**src/verilog/cpu16_pkg.sv**
```systemverilog
package cpu16_pkg;

	// data, instruction and address words
	typedef logic [15:0] word_t;
	typedef logic [2:0] reg_addr_t;
	typedef logic [15:0] pc_t;

	// major opcode, bits 15..11
	typedef logic [4:0] opcode_t;

	localparam opcode_t op_li = 5'b01101;
	localparam opcode_t op_shift = 5'b00110; // sll lives here
	localparam opcode_t op_rrr = 5'b11100; // addu lives here
	localparam opcode_t op_move = 5'b01111;
	localparam opcode_t op_addiu = 5'b01001;
	localparam opcode_t op_bnez = 5'b00101;
	localparam opcode_t op_nop = 5'b00001;

	// function fields
	localparam logic [1:0] funct_sll = 2'b00; // bits 1..0
	localparam logic [1:0] funct_addu = 2'b01; // bits 1..0
	localparam logic [4:0] funct_move = 5'b00000; // bits 4..0
	localparam logic [10:0] funct_nop = 11'b100_0000_0000; // bits 10..0

	// canonical empty slot
	localparam word_t nop_word = {op_nop, funct_nop};

endpackage

```
**src/verilog/inst_fetch.sv**
```systemverilog
`timescale 1ns/1ns

module inst_fetch #(
	parameter int queue_depth = 4
) (
	input logic clk,
	input logic pclk,
	output cpu16_pkg::pc_t imem_addr,
	input cpu16_pkg::word_t imem_data,
	output logic push,
	output cpu16_pkg::word_t push_inst,
	output cpu16_pkg::pc_t push_pc,
	input logic credit_return,
	input logic pc_switch_ctrl,
	input cpu16_pkg::pc_t new_pc,
	input logic clear_flow
);
	localparam int cred_w = $clog2(queue_depth + 1);

	cpu16_pkg::pc_t pc;
	logic [cred_w-1:0] credits; // free queue slots not yet claimed
	logic fetch_go;

	assign imem_addr = pc; // memory answers in the same cycle

	// no fetch while a redirect is pending, the word would be stale
	assign fetch_go = (credits != '0) && !clear_flow;

	always_ff @(posedge clk or posedge pclk) begin
		if (pclk) begin
			pc <= '0;
			credits <= cred_w'(queue_depth);
			push <= 1'b0;
		end else begin
			if (clear_flow) begin
				credits <= cred_w'(queue_depth); // queue is emptied on the same edge
			end else begin
				credits <= credits - cred_w'(fetch_go) + cred_w'(credit_return);
			end
			push <= fetch_go;
			if (pc_switch_ctrl) begin
				pc <= new_pc;
			end else if (fetch_go) begin
				pc <= pc + 16'd1;
			end
		end
	end

	// word and its address, presented with push one cycle later
	always_ff @(posedge clk) begin
		if (fetch_go) begin
			push_inst <= imem_data;
			push_pc <= pc;
		end
	end

	// returns and resets must never leave more credits than slots
	a_credit_max: assert property (@(posedge clk) disable iff (pclk)
		credits <= cred_w'(queue_depth))
		else $error("inst_fetch: credit count %0d above queue depth", credits);

endmodule

```
**src/verilog/issue_queue.sv**
```systemverilog
`timescale 1ns/1ns

module issue_queue #(
	parameter int queue_depth = 4
) (
	input logic clk,
	input logic pclk,
	input logic push,
	input cpu16_pkg::word_t push_inst,
	input cpu16_pkg::pc_t push_pc,
	output logic pop_valid,
	output cpu16_pkg::word_t pop_inst,
	output cpu16_pkg::pc_t pop_pc,
	output logic credit_return,
	input logic clear_flow
);
	localparam int ptr_w = $clog2(queue_depth);
	localparam int cnt_w = $clog2(queue_depth + 1);

	cpu16_pkg::word_t inst_mem [queue_depth];
	cpu16_pkg::pc_t pc_mem [queue_depth];
	logic [ptr_w-1:0] wr_ptr;
	logic [ptr_w-1:0] rd_ptr;
	logic [cnt_w-1:0] count;
	logic do_push;
	logic do_pop;

	// wrap at the depth, which need not be a power of two
	function automatic logic [ptr_w-1:0] ptr_inc(input logic [ptr_w-1:0] p);
		if (p == ptr_w'(queue_depth - 1)) begin
			return '0;
		end
		return p + 1'b1;
	endfunction

	assign pop_valid = (count != '0);
	assign pop_inst = inst_mem[rd_ptr];
	assign pop_pc = pc_mem[rd_ptr];

	// execute takes every valid head unless a flush is on its way
	assign do_pop = pop_valid && !clear_flow;
	assign do_push = push && !clear_flow;

	always_ff @(posedge clk or posedge pclk) begin
		if (pclk) begin
			wr_ptr <= '0;
			rd_ptr <= '0;
			count <= '0;
			credit_return <= 1'b0;
		end else if (clear_flow) begin
			wr_ptr <= '0;
			rd_ptr <= '0;
			count <= '0;
			credit_return <= 1'b0; // fetch reloads its credits itself
		end else begin
			if (do_push) begin
				wr_ptr <= ptr_inc(wr_ptr);
			end
			if (do_pop) begin
				rd_ptr <= ptr_inc(rd_ptr);
			end
			count <= count + cnt_w'(do_push) - cnt_w'(do_pop);
			credit_return <= do_pop; // one credit per pop
		end
	end

	always_ff @(posedge clk) begin
		if (do_push) begin
			inst_mem[wr_ptr] <= push_inst;
			pc_mem[wr_ptr] <= push_pc;
		end
	end

	// fetch must hold a credit for every push
	a_no_overflow: assert property (@(posedge clk) disable iff (pclk)
		!(push && count == cnt_w'(queue_depth)))
		else $error("issue_queue: push into a full queue, credit protocol broken");

endmodule

```
**src/verilog/reg_file.sv**
```systemverilog
`timescale 1ns/1ns

module reg_file (
	input logic clk,
	input logic pclk,
	input cpu16_pkg::reg_addr_t rd_addr_a,
	output cpu16_pkg::word_t rd_data_a,
	input cpu16_pkg::reg_addr_t rd_addr_b,
	output cpu16_pkg::word_t rd_data_b,
	input logic write_reg_ctrl,
	input cpu16_pkg::reg_addr_t write_reg_addr,
	input cpu16_pkg::word_t write_reg_data
);
	cpu16_pkg::word_t regs [8]; // r0..r7, all general purpose

	// read ports, no write bypass here
	assign rd_data_a = regs[rd_addr_a];
	assign rd_data_b = regs[rd_addr_b];

	always_ff @(posedge clk or posedge pclk) begin
		if (pclk) begin
			for (int i = 0; i < 8; i++) begin
				regs[i] <= '0;
			end
		end else if (write_reg_ctrl) begin
			regs[write_reg_addr] <= write_reg_data;
		end
	end

endmodule

```
**src/verilog/exe_unit.sv**
```systemverilog
`timescale 1ns/1ns

module exe_unit (
	input logic clk,
	input logic pclk,
	input logic pop_valid,
	input cpu16_pkg::word_t pop_inst,
	input cpu16_pkg::pc_t pop_pc,
	output cpu16_pkg::reg_addr_t rd_addr_a,
	output cpu16_pkg::reg_addr_t rd_addr_b,
	input cpu16_pkg::word_t rd_data_a,
	input cpu16_pkg::word_t rd_data_b,
	input logic fwd_ctrl,
	input cpu16_pkg::reg_addr_t fwd_addr,
	input cpu16_pkg::word_t fwd_data,
	input logic clear_flow,
	output cpu16_pkg::word_t alu_res,
	output logic alu_flag,
	output logic reg_wr,
	output cpu16_pkg::reg_addr_t reg_addr,
	output cpu16_pkg::word_t opn,
	output cpu16_pkg::pc_t pc_input
);
	cpu16_pkg::opcode_t op;
	cpu16_pkg::reg_addr_t rx;
	cpu16_pkg::reg_addr_t ry;
	cpu16_pkg::reg_addr_t rz;
	cpu16_pkg::word_t imm_s;
	cpu16_pkg::word_t opnd_a;
	cpu16_pkg::word_t opnd_b;
	logic [3:0] shamt;
	logic dec_wr;
	logic dec_flag;
	cpu16_pkg::reg_addr_t dec_addr;
	cpu16_pkg::word_t dec_res;
	logic slot_go;

	assign op = pop_inst[15:11];
	assign rx = pop_inst[10:8];
	assign ry = pop_inst[7:5];
	assign rz = pop_inst[4:2];
	assign imm_s = {{8{pop_inst[7]}}, pop_inst[7:0]};
	assign shamt = (pop_inst[4:2] == 3'd0) ? 4'd8 : {1'b0, pop_inst[4:2]}; // 0 encodes 8

	assign rd_addr_a = rx;
	assign rd_addr_b = ry;

	// newest value wins: own pending result, then the write-back port, then the file
	assign opnd_a = (reg_wr && reg_addr == rx) ? alu_res :
			(fwd_ctrl && fwd_addr == rx) ? fwd_data : rd_data_a;
	assign opnd_b = (reg_wr && reg_addr == ry) ? alu_res :
			(fwd_ctrl && fwd_addr == ry) ? fwd_data : rd_data_b;

	always_comb begin
		dec_wr = 1'b0;
		dec_flag = 1'b0;
		dec_addr = rx;
		dec_res = '0;
		case (op)
			cpu16_pkg::op_li: begin
				dec_wr = 1'b1;
				dec_res = {8'h00, pop_inst[7:0]}; // zero extended
			end
			cpu16_pkg::op_shift: begin
				if (pop_inst[1:0] == cpu16_pkg::funct_sll) begin
					dec_wr = 1'b1;
					dec_res = opnd_b << shamt;
				end
			end
			cpu16_pkg::op_rrr: begin
				if (pop_inst[1:0] == cpu16_pkg::funct_addu) begin
					dec_wr = 1'b1;
					dec_addr = rz; // three-register form writes rz
					dec_res = opnd_a + opnd_b;
				end
			end
			cpu16_pkg::op_move: begin
				if (pop_inst[4:0] == cpu16_pkg::funct_move) begin
					dec_wr = 1'b1;
					dec_res = opnd_b;
				end
			end
			cpu16_pkg::op_addiu: begin
				dec_wr = 1'b1;
				dec_res = opnd_a + imm_s;
			end
			cpu16_pkg::op_bnez: begin
				dec_flag = (opnd_a != '0);
				dec_res = pop_pc + 16'd1 + imm_s; // target relative to next pc
			end
			default: begin
			end
		endcase
	end

	assign slot_go = pop_valid && !clear_flow;

	always_ff @(posedge clk or posedge pclk) begin
		if (pclk) begin
			reg_wr <= 1'b0;
			alu_flag <= 1'b0;
			opn <= cpu16_pkg::nop_word;
		end else if (slot_go) begin
			reg_wr <= dec_wr;
			alu_flag <= dec_flag;
			opn <= pop_inst;
		end else begin
			// empty or flushed slot
			reg_wr <= 1'b0;
			alu_flag <= 1'b0;
			opn <= cpu16_pkg::nop_word;
		end
	end

	always_ff @(posedge clk) begin
		alu_res <= dec_res;
		reg_addr <= dec_addr;
		pc_input <= pop_pc;
	end

endmodule

```
**src/verilog/exe_wb.sv**
```systemverilog
`timescale 1ns/1ns

module exe_wb (
	input cpu16_pkg::word_t alu_res,
	input logic alu_flag,
	input logic reg_wr,
	input cpu16_pkg::reg_addr_t reg_addr,
	input cpu16_pkg::word_t opn,
	input cpu16_pkg::pc_t pc_input,
	input logic clk,
	input logic pclk,
	output logic pc_switch_ctrl,
	output cpu16_pkg::pc_t new_pc,
	output logic clear_flow,
	output logic write_reg_ctrl,
	output cpu16_pkg::reg_addr_t write_reg_addr,
	output cpu16_pkg::word_t write_reg_data
);

	always_ff @(posedge clk or posedge pclk) begin
		if (pclk) begin
			pc_switch_ctrl <= 1'b0;
			clear_flow <= 1'b0;
			write_reg_ctrl <= 1'b0;
		end else begin
			pc_switch_ctrl <= 1'b0;
			clear_flow <= 1'b0;
			write_reg_ctrl <= 1'b0;
			// the slot behind a taken branch is already dead
			if (!clear_flow) begin
				case (opn[15:11])
					cpu16_pkg::op_li, cpu16_pkg::op_addiu: begin
						write_reg_ctrl <= reg_wr;
					end
					cpu16_pkg::op_shift: begin
						write_reg_ctrl <= reg_wr && (opn[1:0] == cpu16_pkg::funct_sll);
					end
					cpu16_pkg::op_rrr: begin
						write_reg_ctrl <= reg_wr && (opn[1:0] == cpu16_pkg::funct_addu);
					end
					cpu16_pkg::op_move: begin
						write_reg_ctrl <= reg_wr && (opn[4:0] == cpu16_pkg::funct_move);
					end
					cpu16_pkg::op_bnez: begin
						pc_switch_ctrl <= alu_flag; // taken only
						clear_flow <= alu_flag;
					end
					default: begin // nop and unknown words
					end
				endcase
			end
		end
	end

	always_ff @(posedge clk) begin
		write_reg_addr <= reg_addr;
		write_reg_data <= alu_res;
		new_pc <= alu_res; // branch target rides on alu_res
	end

	a_one_action: assert property (@(posedge clk) disable iff (pclk)
		!(write_reg_ctrl && pc_switch_ctrl))
		else $error("exe_wb: register write and redirect in the same cycle");

endmodule

```
**src/verilog/cpu16_core.sv**
```systemverilog
`timescale 1ns/1ns

module cpu16_core #(
	parameter int queue_depth = 4
) (
	input logic clk,
	input logic pclk,
	output cpu16_pkg::pc_t imem_addr,
	input cpu16_pkg::word_t imem_data,
	output logic write_reg_ctrl,
	output cpu16_pkg::reg_addr_t write_reg_addr,
	output cpu16_pkg::word_t write_reg_data,
	output logic pc_switch_ctrl,
	output cpu16_pkg::pc_t new_pc
);
	// fetch to queue
	logic push;
	cpu16_pkg::word_t push_inst;
	cpu16_pkg::pc_t push_pc;
	logic credit_return;

	// queue to execute
	logic pop_valid;
	cpu16_pkg::word_t pop_inst;
	cpu16_pkg::pc_t pop_pc;

	// execute to register file and write-back
	cpu16_pkg::reg_addr_t rd_addr_a;
	cpu16_pkg::reg_addr_t rd_addr_b;
	cpu16_pkg::word_t rd_data_a;
	cpu16_pkg::word_t rd_data_b;
	cpu16_pkg::word_t alu_res;
	logic alu_flag;
	logic reg_wr;
	cpu16_pkg::reg_addr_t reg_addr;
	cpu16_pkg::word_t opn;
	cpu16_pkg::pc_t pc_input;
	logic clear_flow;

	inst_fetch #(.queue_depth(queue_depth)) fetch0 (
		.clk, .pclk, .imem_addr, .imem_data,
		.push, .push_inst, .push_pc, .credit_return,
		.pc_switch_ctrl, .new_pc, .clear_flow
	);

	issue_queue #(.queue_depth(queue_depth)) queue0 (
		.clk, .pclk, .push, .push_inst, .push_pc,
		.pop_valid, .pop_inst, .pop_pc, .credit_return, .clear_flow
	);

	exe_unit exe0 (
		.clk, .pclk, .pop_valid, .pop_inst, .pop_pc,
		.rd_addr_a, .rd_addr_b, .rd_data_a, .rd_data_b,
		.fwd_ctrl(write_reg_ctrl), .fwd_addr(write_reg_addr), .fwd_data(write_reg_data),
		.clear_flow, .alu_res, .alu_flag, .reg_wr, .reg_addr, .opn, .pc_input
	);

	exe_wb wb0 (
		.alu_res, .alu_flag, .reg_wr, .reg_addr, .opn, .pc_input, .clk, .pclk,
		.pc_switch_ctrl, .new_pc, .clear_flow,
		.write_reg_ctrl, .write_reg_addr, .write_reg_data
	);

	reg_file rf0 (
		.clk, .pclk, .rd_addr_a, .rd_data_a, .rd_addr_b, .rd_data_b,
		.write_reg_ctrl, .write_reg_addr, .write_reg_data
	);

endmodule

```
**config.mk**
```make
export PLATFORM = sky130hd
export DESIGN_NAME = cpu16_core
export DESIGN_NICKNAME = d
export VERILOG_FILES = /design/src/verilog/cpu16_pkg.sv /design/src/verilog/inst_fetch.sv /design/src/verilog/issue_queue.sv /design/src/verilog/reg_file.sv /design/src/verilog/exe_unit.sv /design/src/verilog/exe_wb.sv /design/src/verilog/cpu16_core.sv
export SDC_FILE = /design/constraint.sdc
export NUM_CORES = 1
export LEC_CHECK = 0
export BUFFER_PORTS_ARGS = -buffer_cell sky130_fd_sc_hd__buf_2
export CAP_MARGIN = 40
export CORE_MARGIN = 10
export CORE_UTILIZATION = 40
export DETAILED_ROUTE_END_ITERATION = 10
export HOLD_SLACK_MARGIN = 0.05
export PLACE_DENSITY = 0.62
export RECOVER_POWER = 25
export SKIP_CTS_REPAIR_TIMING = 1
export SLEW_MARGIN = 20
export SYNTH_ARGS = -nofsm -noshare
export SYNTH_HDL_FRONTEND = slang
export SYNTH_SLANG_ARGS = --single-unit
```
**constraint.sdc**
```tcl
create_clock -name clk -period 14.08 [get_ports clk]
set_input_delay 2.816 -clock clk [delete_from_list [all_inputs] [get_ports clk]]
set_output_delay 2.816 -clock clk [all_outputs]
set_load 0.01 [all_outputs]
```
* Word level (Yosys, flattened, before mapping)
Memories as Yosys holds them, arrays and structs flattened.
Index checks and enable logic that the tools add are counted.
** Word-level totals
- Bits of input ports :: 18
- Register bits after elaboration :: 246
- Memories kept :: 2
- Bits in writable memories :: 128
- Output and inout bits :: 53
** Operators by class
- Muxes and demuxes :: 53
- Shift operators :: 1
- Add/subtract/negate cells :: 11
- Equality and inequality tests :: 20
- Bitwise operators :: 3
- Reduce and logical (&&, ||, !) cells :: 25
- Magnitude comparators :: 4
** Memory list
- queue0.inst_mem :: depth 4, bits a word 16, read ports 1, clocked after memory_dff 0, write ports 1, RTL line issue_queue.sv:20 : cpu16_pkg::word_t inst_mem [queue_depth];
- queue0.pc_mem :: depth 4, bits a word 16, read ports 1, clocked after memory_dff 0, write ports 1, RTL line issue_queue.sv:21 : cpu16_pkg::pc_t pc_mem [queue_depth];
** Operators with widths (count)
- 16-bit two-way mux :: 15
- 128-bit bitwise mux :: 1
- 16-bit binary-select mux with 3-bit select :: 2
- 16-bit case mux with 6 select lines :: 1
- 16-bit adder :: 3
- 16-bit demux with 3-bit select :: 1
- 16-bit by 1-bit adder with 16-bit output, second input constant :: 2
- 5-bit by 4-bit == test with 1-bit output, second input constant :: 6
- 5-bit by 3-bit == test with 1-bit output, second input constant :: 4
- 1-bit two-way mux :: 18
- 2-bit two-way mux :: 8
- 16-bit nonzero test :: 1
- 16-bit by 4-bit << shifter with 16-bit output :: 1
- 3-bit == test :: 4
- 4-bit >= comparator, second input constant :: 3
- 3-bit two-way mux :: 4
- 3-bit inverter with 4-bit output :: 3
- 1-bit logical AND :: 11
- 5-bit == test, second input constant :: 2
- 5-bit logical NOT :: 2
- 1-bit case mux with 4 select lines :: 2
- 3-bit by 1-bit adder with 3-bit output :: 2
- 2-bit nonzero test :: 3
- 3-bit nonzero test :: 2
- other kinds (10) :: 16

* Depth between registers and ports, before layout
An unclocked memory read counts as a cell.
- Depth after elaboration :: 10
- Depth in mapped cells :: 21
- Mapped depth without buffers :: 18

* Cells and area by module
From an unflattened synthesis, not the netlist that was laid out.
** Second synthesis, totals
- Cell total of the unflattened synthesis :: 1445
- Area total of the unflattened synthesis :: 20175.6 um^2
** By module, submodules not included
- reg_file :: times used 1, area an instance 6999.2 um^2, seq. area each 3203.1 um^2, cells each 396
- exe_unit :: times used 1, area an instance 5270.1 um^2, seq. area each 1153.6 um^2, cells each 632
- issue_queue :: times used 1, area an instance 5167.5 um^2, seq. area each 4043.9 um^2, cells each 215
- inst_fetch :: times used 1, area an instance 2088.3 um^2, seq. area each 1462.7 um^2, cells each 150
- exe_wb :: times used 1, area an instance 650.6 um^2, seq. area each 430.4 um^2, cells each 52

* Worst setup path after synthesis
Ideal clock, no wire load.
- Path kind :: register to register
- Start point :: register queue0.rd_ptr[0]
- End point :: register exe0.alu_res[11]
- Arrival :: 4508 ps
- Slack :: 9453 ps
- Data required time :: 13960 ps
- Cell stages (with the launch flop) :: 20
- Path buffers :: 4
- Cell sequence :: dfrtp_1 buf_6 mux4_2 buf_2 xnor2_1 nand4_2 and2_0 clkbuf_1 clkbuf_1 a21oi_1 ha_1 o21ai_0 o21a_1 o311ai_0 o41a_1 a21oi_1 xnor2_1 a222oi_1 o221ai_1 a211o_1
** On the way
- Cells in the longest elaborated chain, start to end :: 10
- Elaborated cells between the ends (all ways) :: 42
- Classes of those cells :: add/sub: 4; eq/ne: 11; shift: 1; mux: 15; bitwise: 2; reduce/logical: 7; memory: 2
** RTL lines
- from (decl) :: RTL line issue_queue.sv:23 : logic [ptr_w-1:0] rd_ptr;
- from (signal assigned) :: RTL line issue_queue.sv:60 : rd_ptr <= ptr_inc(rd_ptr);
- memory read 4 x 16 bit
- 3-bit inverter with 4-bit output, on equally long branches :: RTL line reg_file.sv:17, reg_file.sv:18
- 16-bit binary-select mux with 3-bit select, on equally long branches :: RTL line reg_file.sv:17, reg_file.sv:18
- 16-bit two-way mux, on equally long branches (2 in a row) :: RTL line reg_file.sv:17, reg_file.sv:18
- 16-bit two-way mux, on equally long branches :: RTL line exe_unit.sv:50, exe_unit.sv:52
- 16-bit two-way mux, on equally long branches :: RTL line exe_unit.sv:49, exe_unit.sv:51
- 16-bit adder / 16-bit by 4-bit << shifter with 16-bit output (equally long branches) :: RTL line exe_unit.sv:74, exe_unit.sv:67
- 16-bit two-way mux, on equally long branches :: RTL line exe_unit.sv:71, exe_unit.sv:65
- 16-bit case mux with 6 select lines (*) :: RTL line exe_unit.sv:59 : case (op)
- to (signal assigned) :: RTL line exe_unit.sv:116 : alu_res <= dec_res;
- to (decl) :: RTL line exe_unit.sv:17 : output cpu16_pkg::word_t alu_res,
Mark *: on every way between the ends. The rest lies on a longest branch, timed or not. The select of a mux whose other input is x is not followed.
A chain may end at the register's enable or synchronous reset.

* Worst setup path in the final report
Ends and elaborated chain as after synthesis.

==> results.sh <==
export IMPL_yosysMostFrequentCell="dfrtp_1"
export IMPL_ir_drop_mv=0.0636
export IMPL_synthTopCellsByArea="edfxtp_1, dfrtp_1, mux4_2, mux2_2, mux2i_1"
export IMPL_max_slew_margin_pct=-68.2
export IMPL_overflow=0
export IMPL_crit_type="reg -> reg"
export IMPL_max_stage_delay_ps=610
export IMPL_yosysSeqAreaShare_pct=51.5
export IMPL_dieArea_sq_mm=0.0569
export IMPL_synth_common_cells="dfrtp_1, edfxtp_1, mux2_2"
export IMPL_start_util_pct=40.7
export IMPL_final_min_clock_period_ps=6490
export IMPL_timing_fmax_mhz=154
export IMPL_area_growth_pct=11.4
export IMPL_nNetsFinal=1612
export IMPL_die_h_um=238
export IMPL_fp_row_count=79
export IMPL_skew_ps=14.2
export IMPL_arrival_ps=6940
export IMPL_clk_latency_ps=560
export IMPL_p_per_area_mw_per_mm2=101
export IMPL_ys_types=80
export IMPL_routed_wl_mm=50.1
export IMPL_antenna_found_initial=0
export IMPL_dp_hpwl_mm=34.9
export IMPL_place_ws_ps=7680
export IMPL_finalHoldViolations=0
export IMPL_syn_area_sq_mm=0.0191
export IMPL_route_detailed_drc=0
export IMPL_crit_fanout=38
export IMPL_worstMarginPinSlew_ps=2520
export IMPL_fin_cells=2170
export IMPL_r2r_cells=19
export IMPL_crit_path_end_kind="flip-flop"
export IMPL_finalSetupTns_ps=0
export IMPL_numCtsBuffers=41
export IMPL_cts_root_buf="clkbuf_16"
export IMPL_final_cell_area_sq_mm=0.0213
export IMPL_ant_nets=0
export IMPL_core_area_sq_mm=0.0469
export IMPL_synth_edf_count=160
export IMPL_violations="capacitance limit, slew limit"
export IMPL_grt_start_max_net_pins=79
export IMPL_num_vias=12500
export IMPL_yosys_warnings=0
export IMPL_start_kind="flip-flop"
export IMPL_totalPowerFinal_uw=2150
export IMPL_r2r_slack_ps=7590
export IMPL_grt_pass1_vias=13000
export IMPL_clock_sinks=368
export IMPL_avgViaCountPerCell=5.76
export IMPL_run_status="finished, violations left"
export IMPL_rsz0062_at_grt="no"
export IMPL_clockBufferDepth=3
export IMPL_routedWlPerCell_um=23.1
export IMPL_path_clk_slew_ps=60
export IMPL_initialDrtViolationCount=1181
export IMPL_fin_crit_sh_pct=46.1
export IMPL_grt_pass1_wl_mm=78.2
export IMPL_r2r_end="exe0.alu_res[11]"
export IMPL_min_from="exe0.alu_res[1]"
export IMPL_place_inst=2096
export IMPL_ys_ff_latch=368
export IMPL_synth_top_cell_by_area="edfxtp_1"
export IMPL_drt_pass1_iter_count=6
export IMPL_gp_congestion=0.949
export IMPL_io_buffers=70
export IMPL_rr_startpoint="queue0.rd_ptr[0]"
export IMPL_ys_async_sr_fraction_pct=46.2
export IMPL_p_leak_uw=0.00855
export IMPL_cap_violations=2
export IMPL_final_setup_viol_count=0
export IMPL_path_cells="buf_4, mux4_2, buf_4, xnor2_1, nand4_2, and2_0, nand3_1, o221ai_1, inv_1, ha_1, a211oi_1, o21a_1, o311ai_0, o41a_1, a21oi_1, xnor2_1, a222oi_1, o221ai_1, a211o_1"
export IMPL_syn_instance_count=1485
export IMPL_placed_area_sq_mm=0.0200
export IMPL_setup_ws_ps=7590
export IMPL_diodes=0
export IMPL_synth_nets=1563
export IMPL_h_tree_depth=2
export IMPL_die_x_um=238
export IMPL_ioPinCount=71
export IMPL_maxSlewViolCount=53
export IMPL_hold_path_class="reg -> reg"
export IMPL_drive_gt1_share_pct=25.1
export IMPL_hold_end="wb0.new_pc[1]"
export IMPL_critPathSlowestCell="and2_0"
export IMPL_syn_avg_cell_area_sq_um=12.9
export IMPL_yosysTopAreaCellShare_pct=25.2
export IMPL_ys_flop_type="dfrtp_1"
export IMPL_holdPathStages=0
export IMPL_required_ps=14530
export IMPL_cts_tree="yes"
export IMPL_track_usage_pct=17.8
layer usage:
| metal | vias to the layer above | wire (um) | GRT usage [%] |
|---|---|---|---|
| met4 | 0 | 1580 | 6.91 |
| met2 | 364 | 24300 | 29.1 |
| met3 | 90 | 2570 | 3.00 |
| met1 | 6315 | 21600 | 23.2 |
| met5 | - | 0 | 0 |
| li1 | 5725 | - | - |
layout make-up:
type / instances / area (sq um)
Fill cell: 4245 / 25600
Sequential cell: 368 / 9830
Multi-Input combinational cell: 981 / 8640
Clock buffer: 63 / 1160
Tap cell: 607 / 759
Timing Repair Buffer: 104 / 632
Inverter: 38 / 148
Clock inverter: 9 / 101
metrics by stage:
step,util (%),hold slack [ps]
final,45.4,370
after global routing,45.4,373
after CTS,45.4,371
after detailed placement,42.7,364
after global placement,42.5,366
after floorplan,-,351
registers in the layout, indices dropped and copies added (netlist names):
signal and count:
queue0.rd_ptr 2, queue0.pc_mem 64, exe0.reg_wr 1, fetch0.credits 3
queue0.inst_mem 64, exe0.reg_addr 3, exe0.opn 10, queue0.credit_return 1
fetch0.push 1, queue0.wr_ptr 2, exe0.alu_flag 1, wb0.write_reg_addr 3
fetch0.imem_addr 16, fetch0.push_pc 16, exe0.alu_res 16, wb0.new_pc 16
wb0.write_reg_ctrl 1, fetch0.push_inst 16, rf0.regs 128, queue0.count 3
wb0.pc_switch_ctrl 1
where the power goes:
group,total [uW],switching (uW),internal (uW)
Clock,1020,422,602
Combinational,14.3,10.8,3.48
Sequential,1110,0,1110
layout by cell type, fill, tap and decap left out, drive strengths merged, types with 56 or more instances in the layout:
| master | count |
|---|---|
| a21oi | 56 |
| buf | 99 |
| clkbuf | 68 |
| dfrtp | 168 |
| edfxtp | 160 |
| mux2 | 131 |
| mux2i | 81 |
| mux4 | 75 |
| nand2 | 89 |
| nor2 | 76 |
critical path: cells and delay by family, from the launching register on:
| kind | cells | cell delay [ps] |
|---|---|---|
| muxes | 1 | 580 |
| AOI/OAI and AO/OA | 9 | 2380 |
| buffers and inverters | 3 | 1120 |
| and+or+nand+nor | 3 | 1250 |
| DFF | 1 | 370 |
| adders and majority gates | 1 | 280 |
| xor gates and xnor gates | 2 | 350 |
worst max path at each step:
stage	cells after the start	end	slack [ps]	startpoint
CTS	19	exe0.alu_res[11]	7640	queue0.rd_ptr[0]
global placement	19	exe0.alu_res[11]	7780	queue0.rd_ptr[0]
finish	19	exe0.alu_res[11]	7590	queue0.rd_ptr[0]
global route	19	exe0.alu_res[15]	7010	queue0.rd_ptr[0]
detailed placement	19	exe0.alu_res[11]	7680	queue0.rd_ptr[0]
floorplan	1	exe0.alu_flag	6660	pclk
kinds of logic after synthesis:
kind of cell | count (synthesis) | share of synthesized area [%]
buffers and inverters | 136 | 3.40
AO/OA/AOI/OAI | 260 | 9.19
flip-flops | 368 | 51.5
adder cells (fa/ha/maj) | 60 | 4.13
AND/OR/NAND/NOR | 306 | 7.83
multiplexers | 287 | 20.8
XOR/XNOR | 68 | 3.16
Note: power is estimated with default switching activity, not from simulation.
